`src/include/vfb_defs.svh`:
```
// video frame buffer parameters
`ifndef VFB_DEFS_SVH
`define VFB_DEFS_SVH

////////////////////////////////////////
// raster geometry in pixel clocks
////////////////////////////////////////
`define VFB_H_ACTIVE     64
`define VFB_H_TOTAL      80
`define VFB_V_ACTIVE     48
`define VFB_V_TOTAL      52
// sync windows, start inclusive and end exclusive
`define VFB_HSYNC_START  68
`define VFB_HSYNC_END    72
`define VFB_VSYNC_START  49
`define VFB_VSYNC_END    50

////////////////////////////////////////
// frame ram and display pipe
////////////////////////////////////////
// four 8-bit pixels per word, 64x48 active
`define VFB_WORDS        768
`define VFB_ADDR_W       10
// raster position to pixel at the output pins
`define VFB_PIPE_LAT     3

////////////////////////////////////////
// host register map
////////////////////////////////////////
// byte addresses, buffer word i sits at base + 4i up to 13'h13fc
`define VFB_AXI_ADDR_W   13
`define VFB_REG_CTRL     13'h0000
`define VFB_FB_BASE      13'h0800

`endif

```
`src/hw/vfb_video_pkg.sv`:
```
// raster and pixel types
`include "vfb_defs.svh"

package vfb_video_pkg;

   // column and line counters sized for 80x52 total
   typedef logic [6:0] hpos_t;
   typedef logic [5:0] vpos_t;

   // 8-bit grey level
   typedef logic [7:0] pixel_t;

   // current scan position plus sync and blank, 16 bits
   typedef struct packed {
      hpos_t hpos;
      vpos_t vpos;
      logic  hsync;
      logic  vsync;
      logic  blank;
   } raster_t;

   // host sees a raw word, scan-out sees four pixels
   // pix[k] is column 4w+k of word w
   typedef union packed {
      logic [31:0]      raw;
      pixel_t [3:0]     pix;
   } vram_word_u;

   // what leaves the chip, 11 bits
   typedef struct packed {
      pixel_t pixel;
      logic   hsync;
      logic   vsync;
      logic   blank;
   } video_out_t;

   // single ram port request, 43 bits
   typedef struct packed {
      logic                   we;
      logic [`VFB_ADDR_W-1:0] addr;
      vram_word_u             data;
   } ram_req_t;

endpackage

```
`src/hw/vfb_timing.sv`:
```
// raster timing generator
`timescale 1ns/10ps
`include "vfb_defs.svh"

module vfb_timing
(
   input  logic                   clk,
   input  logic                   arst_n,
   output vfb_video_pkg::raster_t raster
);

   vfb_video_pkg::hpos_t hcnt;
   vfb_video_pkg::vpos_t vcnt;
   logic                 line_end;
   logic                 frame_end;

   assign line_end  = (hcnt == `VFB_H_TOTAL - 1);
   assign frame_end = (vcnt == `VFB_V_TOTAL - 1);

   ////////////////////////////////////////
   // column and line counters
   ////////////////////////////////////////
   always_ff @(posedge clk or negedge arst_n)
   begin
      if (!arst_n)
      begin
         hcnt <= '0;
         vcnt <= '0;
      end
      else if (line_end)
      begin
         hcnt <= '0;
         // line count wraps at the end of the frame
         if (frame_end)
            vcnt <= '0;
         else
            vcnt <= vcnt + 1'b1;
      end
      else
      begin
         hcnt <= hcnt + 1'b1;
      end
   end

   ////////////////////////////////////////
   // decode, no extra latency
   ////////////////////////////////////////
   always_comb
   begin
      raster.hpos  = hcnt;
      raster.vpos  = vcnt;
      raster.hsync = (hcnt >= `VFB_HSYNC_START) && (hcnt < `VFB_HSYNC_END);
      raster.vsync = (vcnt >= `VFB_VSYNC_START) && (vcnt < `VFB_VSYNC_END);
      // anything outside 64x48 is blanked
      raster.blank = (hcnt >= `VFB_H_ACTIVE) || (vcnt >= `VFB_V_ACTIVE);
   end

endmodule

```
`config.mk`:
```
export PLATFORM = sky130hd
export DESIGN_NAME = vfb_timing
export DESIGN_NICKNAME = d
export VERILOG_FILES = /design/src/hw/vfb_video_pkg.sv /design/src/hw/vfb_timing.sv
export VERILOG_INCLUDE_DIRS = /design/src /design/src/include
export SDC_FILE = /design/constraint.sdc
export NUM_CORES = 1
export LEC_CHECK = 0
export ABC_CLOCK_PERIOD_IN_PS = 4000
export BUFFER_PORTS_ARGS = -buffer_cell sky130_fd_sc_hd__buf_2
export CORE_UTILIZATION = 35
export CTS_CLUSTER_SIZE = 25
export DETAILED_ROUTE_END_ITERATION = 10
export GPL_TIMING_DRIVEN = 0
export PLACE_DENSITY = 0.55
export SYNTH_ARGS = -nofsm -noshare
export SYNTH_HDL_FRONTEND = slang
export SYNTH_SLANG_ARGS = --single-unit
```
`constraint.sdc`:
```
create_clock -name clk -period 4 [get_ports clk]
set_clock_uncertainty 0.2 [all_clocks]
set_input_delay 0.2 -clock clk [delete_from_list [all_inputs] [get_ports clk]]
set_output_delay 0.2 -clock clk [all_outputs]
set_load 0.005 [all_outputs]
```
==> summary.txt, run 1 <==
Run status
  – Outcome: complete, no violations

Logic synthesis
  – Async SR Flop Fraction: 100%
  – Warning count from the yosys run: 0
  – Sequential area share after synthesis: between 40% and 50%
  – Mean Syn Cell Area: between 10 and 15 µm²
  – Mapped Cells: between 70 and 80
  – Syn_nets: 81
  – EDFF count, synth: 0
  – Post-synth top flop: dfrtp_1
  – Synth unique cells: 31
  – Mapped cell area: 747 µm²
  – Yosys reg bits: 13

Timing
  – Pins Over Slew Limit: 0
  – Worst-Margin Slew: 0.452 ns
  – Setup violators final: 0
  – Fin Setup TNS: 0 ns
  – Hold_ws: between 0.1 and 0.15 ns
  – Fmax: 523 MHz
  – Slew headroom: a little over two thirds
  – Final period util: a little under half
  – RSZ-0062 raised after global routing: false
  – Final min period: between 1.5 and 2 ns
  – Hold Vio Cnt, Final: 0

Floorplanning
  – Die Width: slightly below 50 µm
  – I/O pins: 18
  – Core Rows: 16
  – Core Region: roughly 0.002 mm²
  – Full die area: 0.00232 mm²
  – Starting Density: a little under two fifths
  – Die Span Y: 48.2 µm

Placed design
  – PortBufs: 17
  – DP Wirelength: about 1100 µm
  – GP Congestion: 0.716
  – Placed cell area: 866 µm²

Power and ir drop
  – Pleak: roughly 0.46 nW
  – Total Power: 0.000217 W
  – P_sw: about 0.000047 W
  – Seq pwr share: approximately three fifths
  – Internal: between 0.00015 and 0.0002 W
  – Net switching share of the total power: 21.8%
  – VDD IR max: 0.000188 V
  – Clock share of power: about 38%
  – PwrDens: 240 mW/mm²
  – Comb pwr share: 1.7%

Detailed routing
  – Residual DRC: 0
  – Drt total wl: ~1500 µm
  – Remaining antenna violation count: 0
  – Vias after detailed routing: about 620
  – Pre-antenna DRT Iters: 4
  – Wire per inst: between 10 and 15 µm
  – Initial DRC Count: 12
  – Vias per std cell: approximately 5.0

Cells and area
  – Number of nets in the layout: roughly 100
  – Fillers: 209
  – Ant diodes: 0
  – Final instance area: about 900 µm²
  – Layout cells sized above 1: 27.1%
  – Layout Area Growth over Synthesis: 20.9%

Clock tree
  – H-tree Lvls: 1
  – Root Buffer: clkbuf_4
  – Clock slew at reported path FFs: 0.09 ns
  – # resized after CTS: 0
  – Clk_lat worst skew: 0.28 ns
  – Total CTS buffers: 3
  – CTS tree: done
  – CTS max path bufs: 2
  – Clock Sinks: 13

Worst setup path
  – Critical path capture point type: output pin
  – Crit start category: flip-flop
  – WP data arrival: ~1.5 ns
  – R2R depth: 5
  – Setup CP Type: flip-flop to output pin
  – Critical Path RT: around 3.6 ns
  – Largest fanout on the critical path: 7

Global route
  – First-pass GRT wire length: 2350 µm
  – Total track usage: between 15 and 20%
  – GRT Residual Overflow: 0
  – Initial antenna violation count: 0
  – Largest net degree at the start of global routing: 14
  – Vias in the first global route: 524

Min path
  – Hold Crit Class: input port to async pin

Run
  – Maxcap violations: 0
==> kinds of logic after synthesis <==
group / Yosys count / share of synthesized area [%]
adders and majority gates: 5 / 8.38
DFF: 13 / 43.6
and+or+nand+nor: 28 / 24.0
muxes: 1 / 1.34
buffers and inverters: 10 / 6.03
xor gates and xnor gates: 4 / 4.69
AOI/OAI and AO/OA: 13 / 12.1
==> final cells by class <==
cell class	count	area, µm²	area share (%)
clock inverter	1	5.00	0.554
buffer	2	15.0	1.66
tap	27	33.8	3.74
timing repair buffer	18	95.1	10.5
multi-input combinational	51	377	41.7
inverter	8	30.0	3.32
clock buffer	3	22.5	2.49
sequential	13	325	36.0
==> metrics by stage <==
stage                     util (%)  cells  setup slack, ns
after detailed placement      43.7    118             2.21
after global placement        43.7    118             2.24
after floorplan                  -     74             2.32
after global routing          45.6    123             1.97
after CTS                     45.6    123             2.07
final                         45.6    123             2.09
==> worst paths after layout <==
check | from | to | slack [ns]
worst max-delay path | hcnt[4] | raster[2] | 2.09
worst min-delay path | arst_n | vcnt[0] | 0.13
worst max register to register | hcnt[0] | vcnt[5] | 2.17
worst min register to register | hcnt[0] | hcnt[0] | 0.35
max in group asynchronous | arst_n | hcnt[6] | 3.23
min in group clk | hcnt[0] | hcnt[0] | 0.35
==> cells in the final DEF, fill, tap and decap left out, types with 2 or more instances in the layout <==
cell        n
dfrtp_1    13
nor2b_1     2
and3_1      2
nor2_1      4
xnor2_1     2
a22o_1      2
o21ai_0     3
xor2_1      2
o21ai_1     3
o2111ai_1   2
ha_1        5
buf_2      17
nand3_1     5
nor3_1      2
clkbuf_4    3
nand2_1     2
nand2b_1    2
inv_1       8
==> power groups by stage <==
stage,Combinational [W],Clock [W],Sequential [W]
floorplan,0.000000000188,0,0.000134
global placement,0.00000313,0,0.000134
detailed placement,0.00000306,0,0.000134
CTS,0.00000382,0.0000850,0.000131
global route,0.00000446,0.0000929,0.000131
finish,0.00000367,0.0000816,0.000131
==> flip-flops by register name (all words and copies together) (netlist names) <==
signal and flops:
hcnt 7, vcnt 6
==> synth_stat cells (3+ instances only) <==
library cell	n	share of area [%]
dfrtp_1	13	44
inv_1	8	4.0
ha_1	5	8.4
nand3_1	5	3.3
nor2_1	4	2.0
o21ai_0	3	2.0
o21ai_1	3	2.0
==> metal layers <==
metal | GRT usage, % | routed length (µm) | vias to the layer above
met4 | 5.00 | 14 | 0
met1 | 18.7 | 744 | 291
li1 | - | - | 308
met5 | 0 | 0 | -
met2 | 22.9 | 662 | 18
met3 | 7.04 | 81 | 2
==> timing repair <==
action	4_1_cts	5_1_grt
buffers inserted	0	0
hold buffers	1	0
endpoints found under the hold margin	13	0
==> worst max-delay path, cell delays in order (launching register included) <==
cell	delay (ns)
dfrtp_1	0.47
nor3b_2	0.43
and3b_1	0.22
buf_2	0.11
No activity file was read; power rests on OpenSTA's default activity.
==> run 2, diff against run 1 <==
--- a/config.mk
+++ b/config.mk
@@ -6,13 +6,13 @@
 export SDC_FILE = /design/constraint.sdc
 export NUM_CORES = 1
 export LEC_CHECK = 0
-export ABC_CLOCK_PERIOD_IN_PS = 4000
+export ABC_CLOCK_PERIOD_IN_PS = 1600
 export BUFFER_PORTS_ARGS = -buffer_cell sky130_fd_sc_hd__buf_2
 export CORE_UTILIZATION = 35
 export CTS_CLUSTER_SIZE = 25
 export DETAILED_ROUTE_END_ITERATION = 10
 export GPL_TIMING_DRIVEN = 0
-export PLACE_DENSITY = 0.55
+export PLACE_DENSITY = 0.57
 export SYNTH_ARGS = -nofsm -noshare
 export SYNTH_HDL_FRONTEND = slang
 export SYNTH_SLANG_ARGS = --single-unit
==> constraint.sdc (replaced) <==
create_clock -name clk -period 1.6 [get_ports clk]
set_clock_uncertainty 0.2 [all_clocks]
set_input_delay 0.08 -clock clk [delete_from_list [all_inputs] [get_ports clk]]
set_output_delay 0.08 -clock clk [all_outputs]
set_load 0.005 [all_outputs]
==> run 2 against run 1 <==
The flow now finishes with violations (setup timing). Register-to-register slack got worse by 2.2 ns. Hold slack got worse by 0.11 ns. Total power rose to 2.5 times the previous value. Count of clock-buffer cells in the layout rose by 1. Core utilization rose by 6.8 points. Global-route usage rose by 0.71 points. Die area did not move. Clock power rose to 2.6 times the previous value. Sequential power rose to 2.5 times the previous value. Critical path type is now flip-flop to flip-flop.
==> summary.txt, run 2 (synthesized netlist as in run 1, its figures left out) <==
Clock tree
  – Clock slew at reported path FFs: 0.08 ns (about the same)
  – Clk_lat worst skew: 0.28 ns (about the same)
  – Total CTS buffers: 3 (unchanged)
  – Root Buffer: clkbuf_4
  – CTS tree: done
  – CTS max path bufs: 2 (unchanged)
  – H-tree Lvls: 1 (unchanged)
  – Clock Sinks: 13 (unchanged)

Detailed routing
  – Residual DRC: 0 (unchanged)
  – Drt total wl: 1690 µm (+13%)
  – Initial DRC Count: 8 (-4)
  – Wire per inst: 12.8 µm (+4.8%)
  – Vias per std cell: 4.83 (-4.0%)
  – Pre-antenna DRT Iters: 3 (-1)
  – Vias after detailed routing: 638 (+3.1%)
  – Remaining antenna violation count: 0 (unchanged)

Worst setup path
  – WP data arrival: 1.57 ns (+0.06 ns)
  – Crit start category: flip-flop
  – Largest fanout on the critical path: 4 (-3)
  – Top delay family on crit path: simple AND/OR/NAND/NOR gates
  – Critical path capture point type: flip-flop
  – Critical Path RT: 1.57 ns (-2.03 ns)
  – Max incr delay on CP: 0.50 ns (+0.03 ns)
  – Setup CP Type: flip-flop to flip-flop
  – Crit path max-delay cell type: or4_4
  – Crit path buf inv count: 1 (unchanged)
  – Cell Chain, Critical Path: buf_4 > nand3_1 > or4_4 > xnor2_1

Power and ir drop
  – VDD IR max: 0.000371 V (+97%)
  – Seq pwr share: 60.0% (-0.6 points)
  – Pleak: 0.560 nW (+21%)
  – Comb pwr share: 1.7% (about the same)
  – Internal: 0.000427 W (+150%)
  – Clock share of power: 38.3% (+0.6 points)
  – Net switching share of the total power: 21.8% (+0.028 points)
  – PwrDens: 526 mW/mm² (+120%)
  – P_sw: 0.000119 W (+150%)

Floorplanning
  – Full die area: 0.00232 mm² (unchanged)
  – Die Span Y: 48.2 µm (unchanged)
  – Core Rows: 16 (unchanged)
  – Starting Density: 37.7% (unchanged)
  – Die Width: 48.2 µm (unchanged)
  – I/O pins: 18 (unchanged)
  – Core Region: 0.00198 mm² (unchanged)

Cells and area
  – Commonest non-fill, non-tap cell in the layout: buf_2
  – Largest register FFs: 7 (unchanged)
  – Fillers: 181 (-13%)
  – Top flop regs: hcnt x7, vcnt x6
  – Ant diodes: 0 (unchanged)
  – Number of nets in the layout: 113 (+8.7%)
  – Layout cells sized above 1: 46.7% (+20 points)
  – Largest Register: hcnt
  – Final instance area: 0.00104 mm² (+15%)
  – Layout Area Growth over Synthesis: 39.0%
  – Most frequent cells in the layout: 17 x buf_2, 9 x buf_4, 8 x dfrtp_1
  – Layout Cells excl Fill: 132 (+7.3%)

Timing
  – Fmax: 624 MHz
  – Final min period: 1.60 ns
  – Pins Over Slew Limit: 0 (unchanged)
  – Fin Setup TNS: -0.00191 ns (-0.00191 ns)
  – Final period util: 100%
  – Hold Vio Cnt, Final: 0 (unchanged)
  – Setup violators final: 1 (+1)
  – Worst-Margin Slew: 0.309 ns (-0.144 ns)
  – Hold_ws: 0.0156 ns (-0.111 ns)
  – Final Worst Setup Slack: -0.00191 ns (-2.09 ns)
  – RSZ-0062 raised after global routing: true
  – Slew headroom: 79.4% (+9.8 points)

Run status
  – Violated checks: setup timing
  – Outcome: finished, violations left

Placed design
  – GP Congestion: 0.718 (+0.38%)
  – Placed Cells incl. Taps: 118 (unchanged)
  – Placed cell area: 873 µm² (+0.87%)
  – Place WS: -0.143 ns (-2.35 ns)
  – PortBufs: 17 (unchanged)
  – DP Wirelength: 1080 µm (+2.3%)

Min path
  – Hold Crit Class: input port to async pin

Global route
  – Total track usage: 15.8% (+0.71 points)
  – GRT Residual Overflow: 0 (unchanged)
  – Initial antenna violation count: 0 (unchanged)
  – First-pass GRT wire length: 2470 µm (+5.3%)
  – Largest net degree at the start of global routing: 14 (unchanged)
  – Vias in the first global route: 538 (+2.7%)

Run
  – Maxcap violations: 0 (unchanged)
[run 2: cell types whose count changed in the layout (fill, tap and decap cells not counted), sizes merged]
cell / previous run / this run
buf: 18 / 28
clkinv: 1 / 0
[run 2: layer usage]
metal,up-vias,global-route usage [%],wire (µm),part of all wire (%)
li1,330,-,-,-
met1,290,21.3,824,49
met2,16,23.5,772,46
met3,2,5.56,80,4.7
met4,0,5.00,15,0.89
met5,-,0,0,0
[run 2: what timing repair did]
item / in CTS / in global routing
endpoints found under the setup margin: 5 / 8
hold buffers: 1 / 0
pin swaps: 3 / 2
setup buffers: 7 / 3
hold endpoints to repair: 13 / 0
gates resized for setup: 9 / 9
[run 2: final timing paths]
path | startpoint | end | cells after the start | slack [ns]
worst max-delay path | vcnt[1] | vcnt[3] | 4 | -0.002
worst min-delay path | arst_n | vcnt[4] | 2 | 0.02
worst max register to register | vcnt[1] | vcnt[3] | 4 | -0.002
worst min register to register | vcnt[3] | vcnt[3] | 1 | 0.37
max in group asynchronous | arst_n | hcnt[0] | 2 | 0.93
min in group clk | vcnt[3] | vcnt[3] | 1 | 0.37
[run 2: per-stage QoR]
stage | power [W] | utilization (%)
4_1_cts | 0.000550 | 49.6
3_5_place_dp | 0.000342 | 44.1
5_1_grt | 0.000568 | 52.4
2_1_floorplan | 0.000335 | -
6_report | 0.000546 | 52.4
3_3_place_gp | 0.000343 | 44.1
[run 2: power by group through the flow]
| stage | Clock (W) | Combinational, W | Sequential [W] |
|---|---|---|---|
| floorplan | 0 | 0.000000000185 | 0.000335 |
| global placement | 0 | 0.00000780 | 0.000335 |
| detailed placement | 0 | 0.00000758 | 0.000335 |
| CTS | 0.000213 | 0.00000946 | 0.000328 |
| global route | 0.000229 | 0.0000110 | 0.000328 |
| finish | 0.000209 | 0.00000920 | 0.000328 |
[run 2: final cells by class]
cell class	instances	area, µm²	area share (%)
Multi-Input combinational cell	51	432	41.6
Sequential cell	13	332	31.9
Timing Repair Buffer	28	174	16.7
Tap cell	27	33.8	3.25
Inverter	8	30.0	2.89
Clock buffer	4	26.3	2.53
Buffer	1	11.3	1.08
==> run 3, diff against run 2 <==
==> constraint.sdc (replaced) <==
create_clock -name clk -period 1.6 [get_ports clk]
set_clock_uncertainty 0.2 [all_clocks]
set_input_delay 0.08 -clock clk [delete_from_list [all_inputs] [get_ports clk]]
set_output_delay 0.08 -clock clk [all_outputs]
set_load 0.02 [all_outputs]
==> run 3 against run 2 <==
The run still ends with setup timing left. Sequential share of layout area shrank 2.0 points. Register-to-register slack is essentially flat. Sequential power is essentially flat. Critical path depth shrank 1. Count of clock-buffer cells in the layout is the same. Largest cell class unchanged. Highest routed layer unchanged.
==> summary.txt, run 3 (synthesized netlist as in run 1, its figures left out) <==
Cells and area
  – Most frequent cells in the layout: 19 x buf_4, 15 x buf_2, 7 x dfrtp_1
  – Ant diodes: 0 (unchanged)
  – Layout Area Growth over Synthesis: 48.7%
  – Layout cells sized above 1: 52.7% (+6.0 points)
  – Largest register FFs: 7 (unchanged)
  – Number of nets in the layout: 120 (+6.2%)
  – Top flop regs: hcnt x7, vcnt x6
  – Final instance area: 0.00111 mm² (+7.0%)
  – Commonest non-fill, non-tap cell in the layout: buf_4
  – Largest Register: hcnt
  – Fillers: 181 (unchanged)

Worst setup path
  – Critical Path RT: 1.32 ns (-0.25 ns)
  – WP data arrival: 1.32 ns (-0.25 ns)
  – Largest fanout on the critical path: 9 (+5)
  – Crit start category: flip-flop
  – Crit path max-delay cell type: dfrtp_2
  – Cell Chain, Critical Path: nand4bb_4 > nor3_2 > buf_4
  – Critical path capture point type: output pin
  – Top delay family on crit path: flip-flops
  – Crit path buf inv count: 1 (unchanged)
  – Max incr delay on CP: 0.47 ns (-0.03 ns)
  – Setup CP Type: flip-flop to output pin

Placed design
  – PortBufs: 17 (unchanged)
  – DP Wirelength: 1080 µm (+0.46%)
  – Place WS: -0.125 ns (+0.0179 ns)
  – GP Congestion: 0.742 (+3.3%)
  – Placed cell area: 887 µm² (+1.6%)

Power and ir drop
  – Internal: 0.000427 W (about the same)
  – PwrDens: 488 mW/mm² (-7.2%)
  – P_sw: 0.000115 W (-3.2%)
  – VDD IR max: 0.000466 V (+26%)
  – Pleak: 0.575 nW (+2.7%)
  – Clock share of power: 37.8% (-0.5 points)
  – Comb pwr share: 1.7% (about the same)
  – Seq pwr share: 60.5% (+0.5 points)
  – Net switching share of the total power: 21.2% (-0.54 points)
  – Total Power: 0.000543 W (-0.70%)

Timing
  – Hold Vio Cnt, Final: 0 (unchanged)
  – Hold_ws: 0.0213 ns (+0.00576 ns)
  – Setup violators final: 2 (+1)
  – Final min period: 1.60 ns (+0.00194 ns)
  – Final period util: 100% (+0.12 points)
  – Worst-Margin Slew: 0.441 ns (+0.133 ns)
  – RSZ-0062 raised after global routing: true
  – Final Worst Setup Slack: -0.00385 ns (-0.00194 ns)
  – Fmax: 623 MHz (-0.12%)
  – Pins Over Slew Limit: 0 (unchanged)
  – Slew headroom: 70.4% (-9.0 points)

Global route
  – Total track usage: 16.1% (+0.35 points)
  – GRT Residual Overflow: 0 (unchanged)
  – Initial antenna violation count: 0 (unchanged)
  – Vias in the first global route: 546 (+1.5%)
  – First-pass GRT wire length: 2510 µm (+1.7%)
  – Largest net degree at the start of global routing: 14 (unchanged)

Clock tree
  – Clock Sinks: 13 (unchanged)
  – CTS tree: done
  – Clock slew at reported path FFs: 0.08 ns (about the same)
  – H-tree Lvls: 1 (unchanged)
  – CTS max path bufs: 2 (unchanged)
  – Total CTS buffers: 3 (unchanged)
  – Root Buffer: clkbuf_4
  – Clk_lat worst skew: 0.28 ns (about the same)

Detailed routing
  – Residual DRC: 0 (unchanged)
  – Remaining antenna violation count: 0 (unchanged)
  – Wire per inst: 13.2 µm (+2.8%)
  – Pre-antenna DRT Iters: 4 (+1)
  – Drt total wl: 1830 µm (+8.3%)
  – Initial DRC Count: 10 (+2)
  – Vias per std cell: 5.11 (+5.7%)
  – Vias after detailed routing: 710 (+11%)

Run status
  – Outcome: finished, violations left
  – Violated checks: setup timing

Min path
  – Hold Crit Class: input port to async pin

Floorplanning
  – Die Span Y: 48.2 µm (unchanged)
  – Full die area: 0.00232 mm² (unchanged)
  – Core Region: 0.00198 mm² (unchanged)
  – Starting Density: 37.7% (unchanged)
  – I/O pins: 18 (unchanged)
  – Die Width: 48.2 µm (unchanged)
  – Core Rows: 16 (unchanged)

Run
  – Maxcap violations: 0 (unchanged)
run 3: path summary, 6_finish.rpt:
kind	startpoint	endpoint	slack (ns)	cells after the start
min in group clk	vcnt[3]	vcnt[3]	0.37	1
min	arst_n	vcnt[4]	0.02	2
min reg2reg	vcnt[3]	vcnt[3]	0.37	1
max reg2reg	vcnt[1]	vcnt[3]	-0.004	4
max	vcnt[3]	raster[1]	-0.004	3
max in group asynchronous	arst_n	hcnt[1]	0.92	2
run 3: layout make-up:
cell class / count / area (µm²) / share of cell area (%)
Timing Repair Buffer: 35 / 228 / 20.5
Inverter: 8 / 30.0 / 2.70
Multi-Input combinational cell: 51 / 449 / 40.4
Tap cell: 27 / 33.8 / 3.04
Clock buffer: 4 / 26.3 / 2.36
Buffer: 1 / 11.3 / 1.01
Sequential cell: 13 / 333 / 30.0
run 3: power groups by stage:
stage / combinational (W) / sequential (W) / clock, W
2_1_floorplan: 0.000000000189 / 0.000335 / 0
3_3_place_gp: 0.00000777 / 0.000335 / 0
3_5_place_dp: 0.00000771 / 0.000335 / 0
4_1_cts: 0.00000969 / 0.000328 / 0.000209
5_1_grt: 0.0000109 / 0.000328 / 0.000222
6_report: 0.00000932 / 0.000328 / 0.000205
run 3: stage by stage:
step	util, %	instances	TNS [ns]
final	56.1	139	-0.00512
after global routing	56.1	139	-0.237
after CTS	50.8	129	-0.0213
after detailed placement	44.8	118	-0.146
after global placement	44.8	118	-0.114
after floorplan	-	74	-0.0585
run 3: worst register-to-register path, stage by stage (launching register included):
cell	delay [ns]
dfrtp_1	0.42
buf_4	0.14
nand3_1	0.10
or4_4	0.50
xnor2_1	0.13
run 3: layer usage:
metal,track usage [%],vias to the layer above,part of all wire (%)
met3,5.56,5,5.4
met5,0,-,0
met2,23.2,23,48
li1,-,340,-
met4,6.67,0,1.3
met1,21.9,342,45
run 3: repair_timing:
item | CTS | global route
setup buffers | 7 | 10
hold endpoints to repair | 13 | 0
endpoints found under the setup margin | 4 | 4
hold buffers | 1 | 0
pin swaps | 1 | 1
gates resized for setup | 7 | 9
